===== config.mk =====
export PLATFORM = sky130hd
export DESIGN_NAME = mem_write_engine_flat
export DESIGN_NICKNAME = d
export VERILOG_FILES = /design/src/hw/ualink_pkg.sv /design/src/hw/mem_port_if.sv /design/src/hw/mem_write_engine.sv /design/src/flat_wrapper.sv
export SDC_FILE = /design/constraint.sdc
export NUM_CORES = 1
export LEC_CHECK = 0
export BUFFER_PORTS_ARGS = -buffer_cell sky130_fd_sc_hd__buf_2
export CORE_MARGIN = 2
export CORE_UTILIZATION = 30
export DETAILED_ROUTE_END_ITERATION = 8
export GPL_TIMING_DRIVEN = 0
export PLACE_DENSITY = 0.78
export SLEW_MARGIN = 20
export SYNTH_ARGS = -nofsm -noshare
export SYNTH_HDL_FRONTEND = slang
export SYNTH_SLANG_ARGS = --single-unit

===== constraint.sdc =====
create_clock -name axi_aclk -period 2.8 [get_ports axi_aclk]
set_input_delay 0.56 -clock axi_aclk [delete_from_list [all_inputs] [get_ports axi_aclk]]
set_output_delay 0.56 -clock axi_aclk [all_outputs]
set_load 0.01 [all_outputs]

===== src/hw/ualink_pkg.sv =====
// shared widths, opcodes and the stream beat type for the command engine
// memory is 256 x 64, bursts are fixed at 8 words
// header opcode sits in bits 63:48, base address in bits 7:0

package ualink_pkg;

   localparam int data_w      = 64;
   localparam int addr_w      = 8;
   localparam int burst_words = 8;

   // header opcodes
   localparam logic [15:0] op_write = 16'h0245;
   localparam logic [15:0] op_read  = 16'h0145;

   // fifo depths as log2
   localparam int in_fifo_bits  = 5;  // 32 entries
   localparam int out_fifo_bits = 4;  // 16 entries

   typedef logic [data_w-1:0] data_t;
   typedef logic [addr_w-1:0] addr_t;
   typedef logic [15:0]       opcode_t;

   // one stream beat, payload of both fifos
   typedef struct packed {
      data_t data;
      logic  last;
   } beat_t;

endpackage


===== src/hw/mem_port_if.sv =====
// one requester's view of the shared memory port
// access happens when req and gnt are both high; read data follows a cycle later
// requester keeps req, addr and wdata stable until granted

`timescale 1ns/1ps

interface mem_port_if;

   logic              req;
   logic              we;
   ualink_pkg::addr_t addr;
   ualink_pkg::data_t wdata;
   logic              gnt;
   ualink_pkg::data_t rdata;

   modport requester (output req, we, addr, wdata, input gnt, rdata);
   modport arbiter   (input req, we, addr, wdata, output gnt, rdata);

endinterface


===== src/hw/mem_write_engine.sv =====
// buffers one write beat and stores it at an incrementing address
// address wraps modulo 256; wr_busy means a beat is still waiting for the port

`timescale 1ns/1ps

module mem_write_engine (
   input  logic              axi_aclk,
   input  logic              axi_resetn,
   input  logic              wr_start,
   input  ualink_pkg::addr_t wr_base,
   input  logic              wr_valid,
   input  ualink_pkg::data_t wr_data,
   output logic              wr_ready,
   output logic              wr_busy,
   mem_port_if.requester     mem
);

   logic              buf_valid;
   ualink_pkg::data_t buf_data;
   ualink_pkg::addr_t addr_q;

   assign wr_ready  = ~buf_valid;
   assign wr_busy   = buf_valid;
   assign mem.req   = buf_valid;
   assign mem.we    = buf_valid;
   assign mem.addr  = addr_q;
   assign mem.wdata = buf_data;

   always_ff @(posedge axi_aclk) begin
      if (wr_valid && wr_ready)
         buf_data <= wr_data;
   end

   always_ff @(posedge axi_aclk) begin
      if (!axi_resetn) begin
         buf_valid <= 1'b0;
         addr_q    <= '0;
      end else begin
         if (wr_start) addr_q <= wr_base;
         if (wr_valid && wr_ready) begin
            buf_valid <= 1'b1;
         end else if (mem.req && mem.gnt) begin
            buf_valid <= 1'b0;
            addr_q    <= addr_q + 1'b1;  // next word of the burst
         end
      end
   end

endmodule


===== src/flat_wrapper.sv =====
// flat-port wrapper written by rule: the top's interface ports become plain ports
module mem_write_engine_flat 
  (axi_aclk, axi_resetn, wr_start, wr_base, wr_valid, wr_data, wr_ready, wr_busy, mem_req, mem_we, mem_addr, mem_wdata, mem_gnt, mem_rdata);
  mem_port_if mem_i ();
  input  logic axi_aclk;
  input  logic axi_resetn;
  input  logic wr_start;
  input  ualink_pkg::addr_t wr_base;
  input  logic wr_valid;
  input  ualink_pkg::data_t wr_data;
  output logic wr_ready;
  output logic wr_busy;
  output wire logic [$bits(mem_i.req)-1:0] mem_req;
  output wire logic [$bits(mem_i.we)-1:0] mem_we;
  output wire logic [$bits(mem_i.addr)-1:0] mem_addr;
  output wire logic [$bits(mem_i.wdata)-1:0] mem_wdata;
  input wire logic [$bits(mem_i.gnt)-1:0] mem_gnt;
  input wire logic [$bits(mem_i.rdata)-1:0] mem_rdata;
  assign mem_req = mem_i.req;
  assign mem_we = mem_i.we;
  assign mem_addr = mem_i.addr;
  assign mem_wdata = mem_i.wdata;
  assign mem_i.gnt = mem_gnt;
  assign mem_i.rdata = mem_rdata;
  mem_write_engine u_core (.axi_aclk(axi_aclk), .axi_resetn(axi_resetn), .wr_start(wr_start), .wr_base(wr_base), .wr_valid(wr_valid), .wr_data(wr_data), .wr_ready(wr_ready), .wr_busy(wr_busy), .mem(mem_i));
endmodule

==> metrics.md, run 1 <==
| Metric | Value |
|---|---|
| Largest net degree at the start of global routing | 65 |
| Cell count after synthesis | 125 |
| Critical-path cell list | and2b_4 |
| Cell Area, Synth | 0.00243 mm^2 |
| Initial core utilization | 31.2% |
| RSZ-0062 raised after global routing | no |
| Pwr per Cell Area | between 600 and 700 mW/mm^2 |
| Core area | between 0.007 and 0.008 mm^2 |
| Worst Path Arrival | about 1700 ps |
| Hold Slack | 388 ps |
| Critical path type | reg -> reg |
| Worst Max-Slew Pin Slew | 915 ps |
| Crit path max fanout | between 60 and 70 |
| Reg-to-reg endpoint | u_core.mem.wdata[59] |
| Top delay family on crit path | simple AND/OR/NAND/NOR gates |
| Metal3 WL | 710 um |
| Synth cell types | 30 |
| Pins Over Slew Limit | 0 |
| Io pins | 217 |
| IO Port Bufs | between 150 and 200 |
| Vias in the first global route | 1,613 |
| Die area | 0.00884 mm^2 |
| Relative max-transition margin | 39.0% |
| Hold path depth | 1 |
| Fin crit period | around 1700 ps |
| Clk root buf | clkbuf_8 |
| Ratio of cells with drive above 1 in the final layout | 59.9% |
| Top sig layer | met5 |
| Sequential element share of the synthesized area | between 80% and 90% |
| H-tree levels | 3 |
| Antenna violations before repair | 3 |
| Combined buffer and inverter count along the critical path | 0 |
| DR WL/cell | 14.4 um |
| Critical Path Start Type | flop |
| Die width | 94.0 um |
| Max incr delay on CP | 880 ps |
| Fin. Hold Viols | 0 |
| Final HPWL DP | 4310 um |
| Met1 WL | roughly 2100 um |
| Maximum vdd ir drop | 0.279 mV |
| DR DRC count | 0 |
| Setup bufs post-CTS | 0 |
| Commonest non-fill, non-tap cell in the layout | buf_2 |
| Worst hold path startpoint | wr_data[4] |
| Setup violations, final | 0 |
| Clk buf depth | 2 |
| Leak | ~1.5 nW |
| Max-cap violations | 0 |
| Clock buffer count from CTS | 9 |
| Layout Skew | 8.69 ps |
| Nets@finish | 429 |
| Cts hold-fix bufs | 0 |
| Synthesis-to-layout area growth | 46.6% |
| Routed via count | 1,730 |
| Final GP Congestion | 0.779 |
| R2R cell count | 1 |
| Period utilisation layout | about three fifths |
| Routed wl met2 | 2760 um |
| Hold crit path type | in -> reg |
| # rows | 32 |
| Syn avg cell area | slightly below 20 um^2 |
| Post-Route WL | 5690 um |
| Grt ovf | 0 |
| Outcome | finished clean |
| First-pass GRT wire length | 7760 um |
| Gr usage total | 12.0% |
| Setup tns final | 0 ps |
| CTS tree | built |
| Slowest cell on crit path | and2b_4 |
| Clock Pin Slew Worst Setup and Hold Paths | 80 ps |
| Clock Latency Late Sink | 340 ps |
| Synthesized flop and latch total | 73 |
| YS warnings | 0 |
| Chip height | 94.0 um |
| Finished Core Util | 45.7% |
| RR Startpoint | u_core.mem.req |
| Worst Hold End | u_core.mem.wdata[4] |
| Via-to-Cell Ratio | 4.37 |
| Critical Path End Type | flop |
| Routed Antenna Nets | 0 |
| Worst EP required | ~2800 ps |
| Achievable Freq | 584 MHz |
| Post-Syn Nets | between 200 and 300 |
| Post_cts resized | 0 |
| R2R setup slack | 1090 ps |
| Commonest non-fill, non-tap cells in the layout | 153 x buf_2, 64 x edfxtp_1, 9 x clkbuf_8, 9 x dfxtp_1, 7 x nand3_1 |
| First drt pass iteration count | 4 |
| Clock Sinks | 73 |
| Iter 0 DRT Violations | 36 |
stage by stage:
step | std cells | power (mW) | instance area, um^2 | setup slack [ps]
6_report | 396 | 2.49 | 3560 | 1090
5_1_grt | 394 | 2.59 | 3560 | 972
4_1_cts | 394 | 2.53 | 3560 | 1040
3_5_place_dp | 378 | 1.54 | 3320 | 953
3_3_place_gp | 378 | 1.53 | 3320 | 656
2_1_floorplan | 125 | 1.40 | 2430 | 1000
report_power, final:
group | switching (mW) | internal (mW) | leakage (nW) | total [mW]
clock network | 0.389 | 0.597 | 0.117 | 0.985
logic | 0.116 | 0.0988 | 0.728 | 0.215
registers | 0.0285 | 1.26 | 0.687 | 1.29
Yosys cell counts:
cell type / instances / area, um^2
a211oi_1: 3 / 22.5
a21bo_2: 1 / 10.0
a21oi_1: 2 / 10.0
a221oi_1: 2 / 17.5
a31oi_1: 3 / 18.8
and2_2: 1 / 7.51
and2b_2: 1 / 8.76
and3_1: 1 / 6.26
buf_2: 2 / 10.0
buf_4: 2 / 15.0
dfxtp_1: 9 / 180
edfxtp_1: 64 / 1920
ha_1: 1 / 12.5
inv_1: 4 / 15.0
mux2_2: 1 / 11.3
mux2i_1: 1 / 10.0
nand2_1: 3 / 11.3
nand2_2: 1 / 6.26
nand3_1: 7 / 35.0
nand4_1: 1 / 6.26
nor2_1: 2 / 7.51
nor2b_1: 1 / 6.26
o211ai_1: 1 / 7.51
o21a_1: 1 / 7.51
o21ai_0: 3 / 15.0
o22ai_1: 1 / 6.26
o311ai_0: 1 / 8.76
or3_1: 2 / 12.5
or4_1: 1 / 7.51
xor2_1: 2 / 17.5
how the worst max path moves through the flow:
stage	slack, ps	cells after the start	to	from
6_report	1090	1	u_core.mem.wdata[59]	u_core.mem.req
5_1_grt	970	1	u_core.mem.wdata[59]	u_core.mem.req
4_1_cts	1040	1	u_core.mem.wdata[29]	u_core.mem.req
3_5_place_dp	950	2	u_core.mem.wdata[33]	wr_valid
3_3_place_gp	660	2	u_core.mem.wdata[2]	wr_valid
2_1_floorplan	1000	1	u_core.mem.wdata[0]	wr_valid
registers in the layout (all words and copies together) (netlist names):
name              flops
u_core.mem.addr       8
u_core.mem.req        1
u_core.mem.wdata     64
per-layer routing:
metal | vias to the layer above | track usage, %
met2 | 112 | 20.0
met1 | 792 | 12.3
met4 | 2 | 6.40
li1 | 814 | -
met5 | - | 0
met3 | 10 | 6.02
area by class of cell:
class	instances	area, um^2
Antenna cell	2	5.00
Inverter	4	15.0
Tap cell	102	128
Sequential cell	73	2100
Clock inverter	6	115
Timing Repair Buffer	151	756
Fill cell	718	4240
Buffer	4	25.0
Clock buffer	10	128
Multi-Input combinational cell	44	292
cells by family (layout without fill, tap and decap cells):
group                    count (synthesis)  after routing  share of synthesized area, %
buffers and inverters                    8            175                          1.65
other                                    0              2                             0
AND/OR/NAND/NOR                         21             21                          4.73
AO/OA/AOI/OAI                           18             18                          5.09
multiplexers                             2              2                         0.874
flip-flops                              73             73                          86.4
adder cells (fa/ha/maj)                  1              1                         0.514
XOR/XNOR                                 2              2                         0.720
No activity file was read; power rests on OpenSTA's default activity.
==> inputs of run 2 (changes only) <==
clock period = 1.6 ns   (was 2.8 ns; I/O delays follow)
==> run 2 against run 1 <==
Largest power group unchanged. Final cell count shrank 0.25%. Sequential share of layout area shrank 0.068 points. Total power grew 75%. Utilization grew 0.080 points. Sequential power grew 75%. Sequential cell count is the same. Clock skew is essentially flat. Critical endpoint is now mem_we. Global-route usage grew 1.3 points. Combinational power grew 80%. Hold slack lost 230 ps.
==> metrics.md, run 2 (synthesis gave the netlist of run 1 again) <==
| Metric | Value |
|---|---|
| Outcome | finished clean |
| H-tree levels | 3 |
| Iter 0 DRT Violations | 31 |
| Clock buffer count from CTS | 9 |
| Fill count | 700 |
| DR WL/cell | 14.8 um |
| Finished Core Util | 45.7% |
| # rows | 32 |
| Layout Skew | 8.49 ps |
| Critical path type | reg -> out |
| Chip height | 94.0 um |
| Ratio of cells with drive above 1 in the final layout | a little over 60% |
| Routed Antenna Nets | 0 |
| RSZ-0062 raised after global routing | no |
| Setup violations, final | 0 |
| DR DRC count | 0 |
| Largest net degree at the start of global routing | 33 |
| Nets@finish | 430 |
| Pwr per Cell Area | 1220 mW/mm^2 |
| Max-cap violations | 0 |
| Commonest non-fill, non-tap cell in the layout | buf_2 |
| Commonest non-fill, non-tap cells in the layout | 153 x buf_2, 64 x edfxtp_1, 9 x clkbuf_8 |
| Clock Pin Slew Worst Setup and Hold Paths | around 80 ps |
| Via-to-Cell Ratio | about 4.4 |
| Vias in the first global route | 1,754 |
| Achievable Freq | 729 MHz |
| Gr usage total | around an eighth |
| Largest register FFs | 64 |
| Relative max-transition margin | around two thirds |
| Hold crit path type | in -> reg |
| First drt pass iteration count | 4 |
| Fin crit period | ~1400 ps |
| Antenna violations before repair | 0 |
| Grt ovf | 0 |
| Crit path max fanout | 11 |
| Fin. Hold Viols | 0 |
| Final GP Congestion | about 0.75 |
| Critical Path Start Type | flop |
| Die area | 0.00884 mm^2 |
| Die width | 94.0 um |
| Maximum vdd ir drop | 0.490 mV |
| Final instance area | 0.00357 mm^2 |
| Core area | 0.00781 mm^2 |
| Synthesis-to-layout area growth | 46.8% |
| PnR worst setup slack | 228 ps |
| Pre-CTS setup slack | -145 ps |
| Placed cell area | 0.00332 mm^2 |
| Worst Max-Slew Pin Slew | 523 ps |
| Worst Path Arrival | 1050 ps |
| Routed via count | 1,727 |
| Period utilisation layout | 85.7% |
| Clk root buf | clkbuf_8 |
| Clock Sinks | 73 |
| Setup bufs post-CTS | 0 |
| Critical Path End Type | output port |
| Leak | about 1.5 nW |
| Clk buf depth | 2 |
| Initial core utilization | 31.2% |
| Final HPWL DP | roughly 4200 um |
| Pins Over Slew Limit | 0 |
| Worst EP required | 1280 ps |
| CTS tree | built |
| Inserted Diodes | 0 |
| First-pass GRT wire length | 8600 um |
| Post-Route WL | 5850 um |
| IO Port Bufs | around 150 |
| Clock Latency Late Sink | 330 ps |
| Io pins | 217 |
==> run 2: layout make-up <==
| class | count | area (um^2) | area share [%] |
|---|---|---|---|
| multi-input cells | 45 | 302 | 8.44 |
| repair buffers | 151 | 756 | 21.2 |
| clock buffers | 10 | 128 | 3.57 |
| well taps | 102 | 128 | 3.57 |
| flip-flops and latches | 73 | 2100 | 58.9 |
| clock inverters | 6 | 115 | 3.22 |
| inverters | 4 | 15.0 | 0.420 |
| plain buffers | 4 | 25.0 | 0.701 |
==> run 2: routing by layer <==
metal  vias to the layer above  share of wire, %  GRT usage (%)  wire [um]
li1                        815                 -              -          -
met1                       789                41           15.3       2380
met2                       117                49           22.6       2850
met3                         6               9.9           5.22        581
met4                         0              0.75           4.71         44
met5                         -                 0              0          0
==> run 2: what timing repair did <==
action                                  in CTS  in global routing
resized for setup                            2                  1
endpoints found under the setup margin      64                  2
hold buffers                                 0                  0
gates cloned                                 1                  0
==> run 2: final timing paths <==
check / slack [ps] / cells after the start / startpoint / to
worst min register to register: 540 / 2 / u_core.mem.addr[7] / u_core.mem.addr[7]
worst max register to register: 230 / 1 / u_core.mem.req / u_core.mem.wdata[19]
worst max-delay path: 230 / 2 / u_core.mem.req / mem_we
worst min-delay path: 150 / 1 / wr_data[61] / u_core.mem.wdata[61]
==> run 2: through the flow <==
stage	hold slack [ps]	setup TNS (ps)	total power, mW	instances
after floorplan	419	0	2.45	125
after global placement	496	-5790	2.67	378
after detailed placement	498	-9020	2.69	378
after CTS	129	0	4.43	395
after global routing	119	0	4.57	395
final	155	0	4.37	395
==> run 2: where the power goes <==
| group | leakage, nW | switching, mW | total, mW | internal (mW) |
|---|---|---|---|---|
| Combinational | 0.733 | 0.211 | 0.387 | 0.176 |
| Sequential | 0.687 | 0.0495 | 2.26 | 2.21 |
| Clock | 0.117 | 0.681 | 1.73 | 1.04 |
| Total | 1.54 | 0.942 | 4.37 | 3.43 |
==> run 2: worst max-delay path, stage by stage, from the launching register on <==
cell and delay, ps:
dfxtp_2 450, buf_4 140, buf_2 120
==> inputs of run 3 (changes only) <==
CORE_ASPECT_RATIO = 1.75   (was not set)
==> run 3 against run 2 <==
Sequential power about the same. Global-route usage decreased by 0.96 points. Non-clock buffer count unchanged. Sequential share of layout area decreased by 0.73 points. Utilization about the same. Register-to-register slack got worse by 110 ps. Via count increased by 0.75%. Sequential cell count unchanged. Fmax decreased by 8.1%. Critical path depth unchanged. Largest cell class unchanged. Highest routed layer unchanged.
==> metrics.md, run 3 (synthesis gave the netlist of run 1 again) <==
| Metric | Value |
|---|---|
| Hold crit path type | in -> reg |
| First-pass GRT wire length | 7880 um |
| DR WL/cell | 14.6 um |
| First drt pass iteration count | 4 |
| Largest register FFs | 64 |
| Worst setup path startpoint | u_core.mem.req |
| Clk root buf | clkbuf_16 |
| Max-cap violations | 0 |
| Final GP Congestion | between 0.7 and 0.8 |
| Max incr delay on CP | 560 ps |
| Critical-path cell list | buf_4 > buf_2 |
| Placed cell area | 0.00330 mm^2 |
| Slowest cell on crit path | dfxtp_1 |
| Critical Path Start Type | flop |
| Critical path type | reg -> out |
| GRT met2 Usage | 21.7% |
| Hold Slack | 165 ps |
| Pwr per Cell Area | between 1000 and 1500 mW/mm^2 |
| Vias in the first global route | 1,637 |
| Final HPWL DP | 4260 um |
| RR Startpoint | u_core.mem.req |
| CTS tree | built |
| Nets@finish | 430 |
| Relative max-transition margin | 68.0% |
| Clock Pin Slew Worst Setup and Hold Paths | roughly 60 ps |
| Combined buffer and inverter count along the critical path | 2 |
| Ratio of cells with drive above 1 in the final layout | about three fifths |
| Routed via count | 1,740 |
| Synthesis-to-layout area growth | 48.6% |
| GR met1 Demand/Resource | 11.9% |
| Setup tns final | 0 ps |
| Clock Sinks | 73 |
| Grt ovf | 0 |
| Leak | 1.56 nW |
| Initial core utilization | 30.8% |
| Via-to-Cell Ratio | ~4.5 |
| Critical Path End Type | output port |
| Fin crit period | 1490 ps |
| Net Sw Frac | 22.0% |
| Cell internal pwr | 3.61 mW |
| Crit path max fanout | 11 |
| Clk buf depth | 2 |
| Post-Route WL | 5600 um |
| Die area | 0.00887 mm^2 |
| Final instance area | 0.00361 mm^2 |
| Clock Latency Late Sink | 330 ps |
| Core area | 0.00791 mm^2 |
| Antenna violations before repair | 0 |
| Outcome | finished clean |
| PnR worst setup slack | 107 ps |
| RSZ-0062 raised after global routing | no |
| Gr usage total | 12.4% |
| Top delay family on crit path | flip-flops |
| Pins Over Slew Limit | 0 |
| Worst EP required | ~1300 ps |
| Iter 0 DRT Violations | roughly 110 |
| Io pins | 217 |
| Layout Skew | around 7.4 ps |
| Achievable Freq | 670 MHz |
| Worst Max-Slew Pin Slew | roughly 480 ps |
| Clock buffer count from CTS | 9 |
| Met3 usage | 4.81% |
| Commonest non-fill, non-tap cells in the layout | 153 x buf_2, 64 x edfxtp_1, 9 x clkbuf_16, 9 x dfxtp_1, 7 x nand3_1 |
| Largest net degree at the start of global routing | 33 |
| Inserted Diodes | 0 |
| Clock share of power | between 40% and 50% |
| Psw | 1.02 mW |
| Sequential power share | 48.9% |
| Chip height | 123 um |
| Global route hottest layer | met2 |
| Fin. Hold Viols | 0 |
| IO Port Bufs | 151 |
| Combinational group share of total power | 8.2% |
| Setup violations, final | 0 |
| Setup bufs post-CTS | 0 |
| H-tree levels | 3 |
| Worst Path Arrival | 1170 ps |
| Maximum vdd ir drop | roughly 0.47 mV |
| Routed Antenna Nets | 0 |
| Tot Pwr | 4.62 mW |
| # rows | 43 |
| Period utilisation layout | 93.3% |
| Die width | 72.1 um |
| Worst hold path startpoint | wr_data[10] |
| DR DRC count | 0 |
| Commonest non-fill, non-tap cell in the layout | buf_2 |
| Pre-CTS setup slack | -140 ps |
==> run 3: changes by cell type in the layout (fill, tap and decap cells not counted) <==
cell       previous run  this run
clkbuf_16             0         9
clkbuf_8              9         0
dfxtp_1               8         9
clkinv_1              0         1
bufinv_16             3         1
clkinv_4              1         0
inv_6                 1         4
clkbuf_1              1         0
dfxtp_2               1         0
==> run 3: area by class of cell <==
type / count / area [um^2]
clock inverter: 7 / 76.3
multi-input combinational: 45 / 302
buffer: 4 / 25.0
clock buffer: 9 / 225
sequential: 73 / 2100
fill: 716 / 4300
inverter: 4 / 15.0
timing repair buffer: 151 / 756
tap: 90 / 113
==> run 3: stage by stage <==
stage / std cells / util, %
2_1_floorplan: 125 / -
3_3_place_gp: 366 / 41.7
3_5_place_dp: 366 / 41.7
4_1_cts: 383 / 45.7
5_1_grt: 383 / 45.7
6_report: 383 / 45.7
==> run 3: worst paths after layout <==
| check | end | slack [ps] | cells past startpoint |
|---|---|---|---|
| worst max-delay path | mem_we | 110 | 2 |
| worst min-delay path | u_core.mem.wdata[10] | 170 | 1 |
| worst max register to register | u_core.mem.addr[5] | 120 | 3 |
| worst min register to register | u_core.mem.addr[7] | 540 | 2 |
==> run 3: worst reg2reg max path, cell delays in order, from the launching register on <==
cell,delay (ps)
dfxtp_1,560
nand2_2,160
or4_1,530
a31oi_1,170
==> run 3: power by group through the flow <==
stage / clock network [mW] / logic (mW) / registers, mW
5_1_grt: 2.15 / 0.418 / 2.27
2_1_floorplan: 0 / 0.0923 / 2.36
6_report: 1.98 / 0.382 / 2.26
3_3_place_gp: 0 / 0.374 / 2.30
3_5_place_dp: 0 / 0.383 / 2.30
4_1_cts: 2.04 / 0.389 / 2.26
==> run 3: per-layer routing <==
layer	part of all wire [%]	vias to the layer above	routed length, um
met4	1.5	0	82
met5	0	-	0
met2	54	117	3030
met3	9.9	8	552
li1	-	821	-
met1	35	794	1940
==> run 3: repair_timing <==
item,CTS,global route
hold buffers,0,0
gates resized for setup,1,1
cloned,1,0
setup endpoints to repair,64,32
pin swaps,0,0
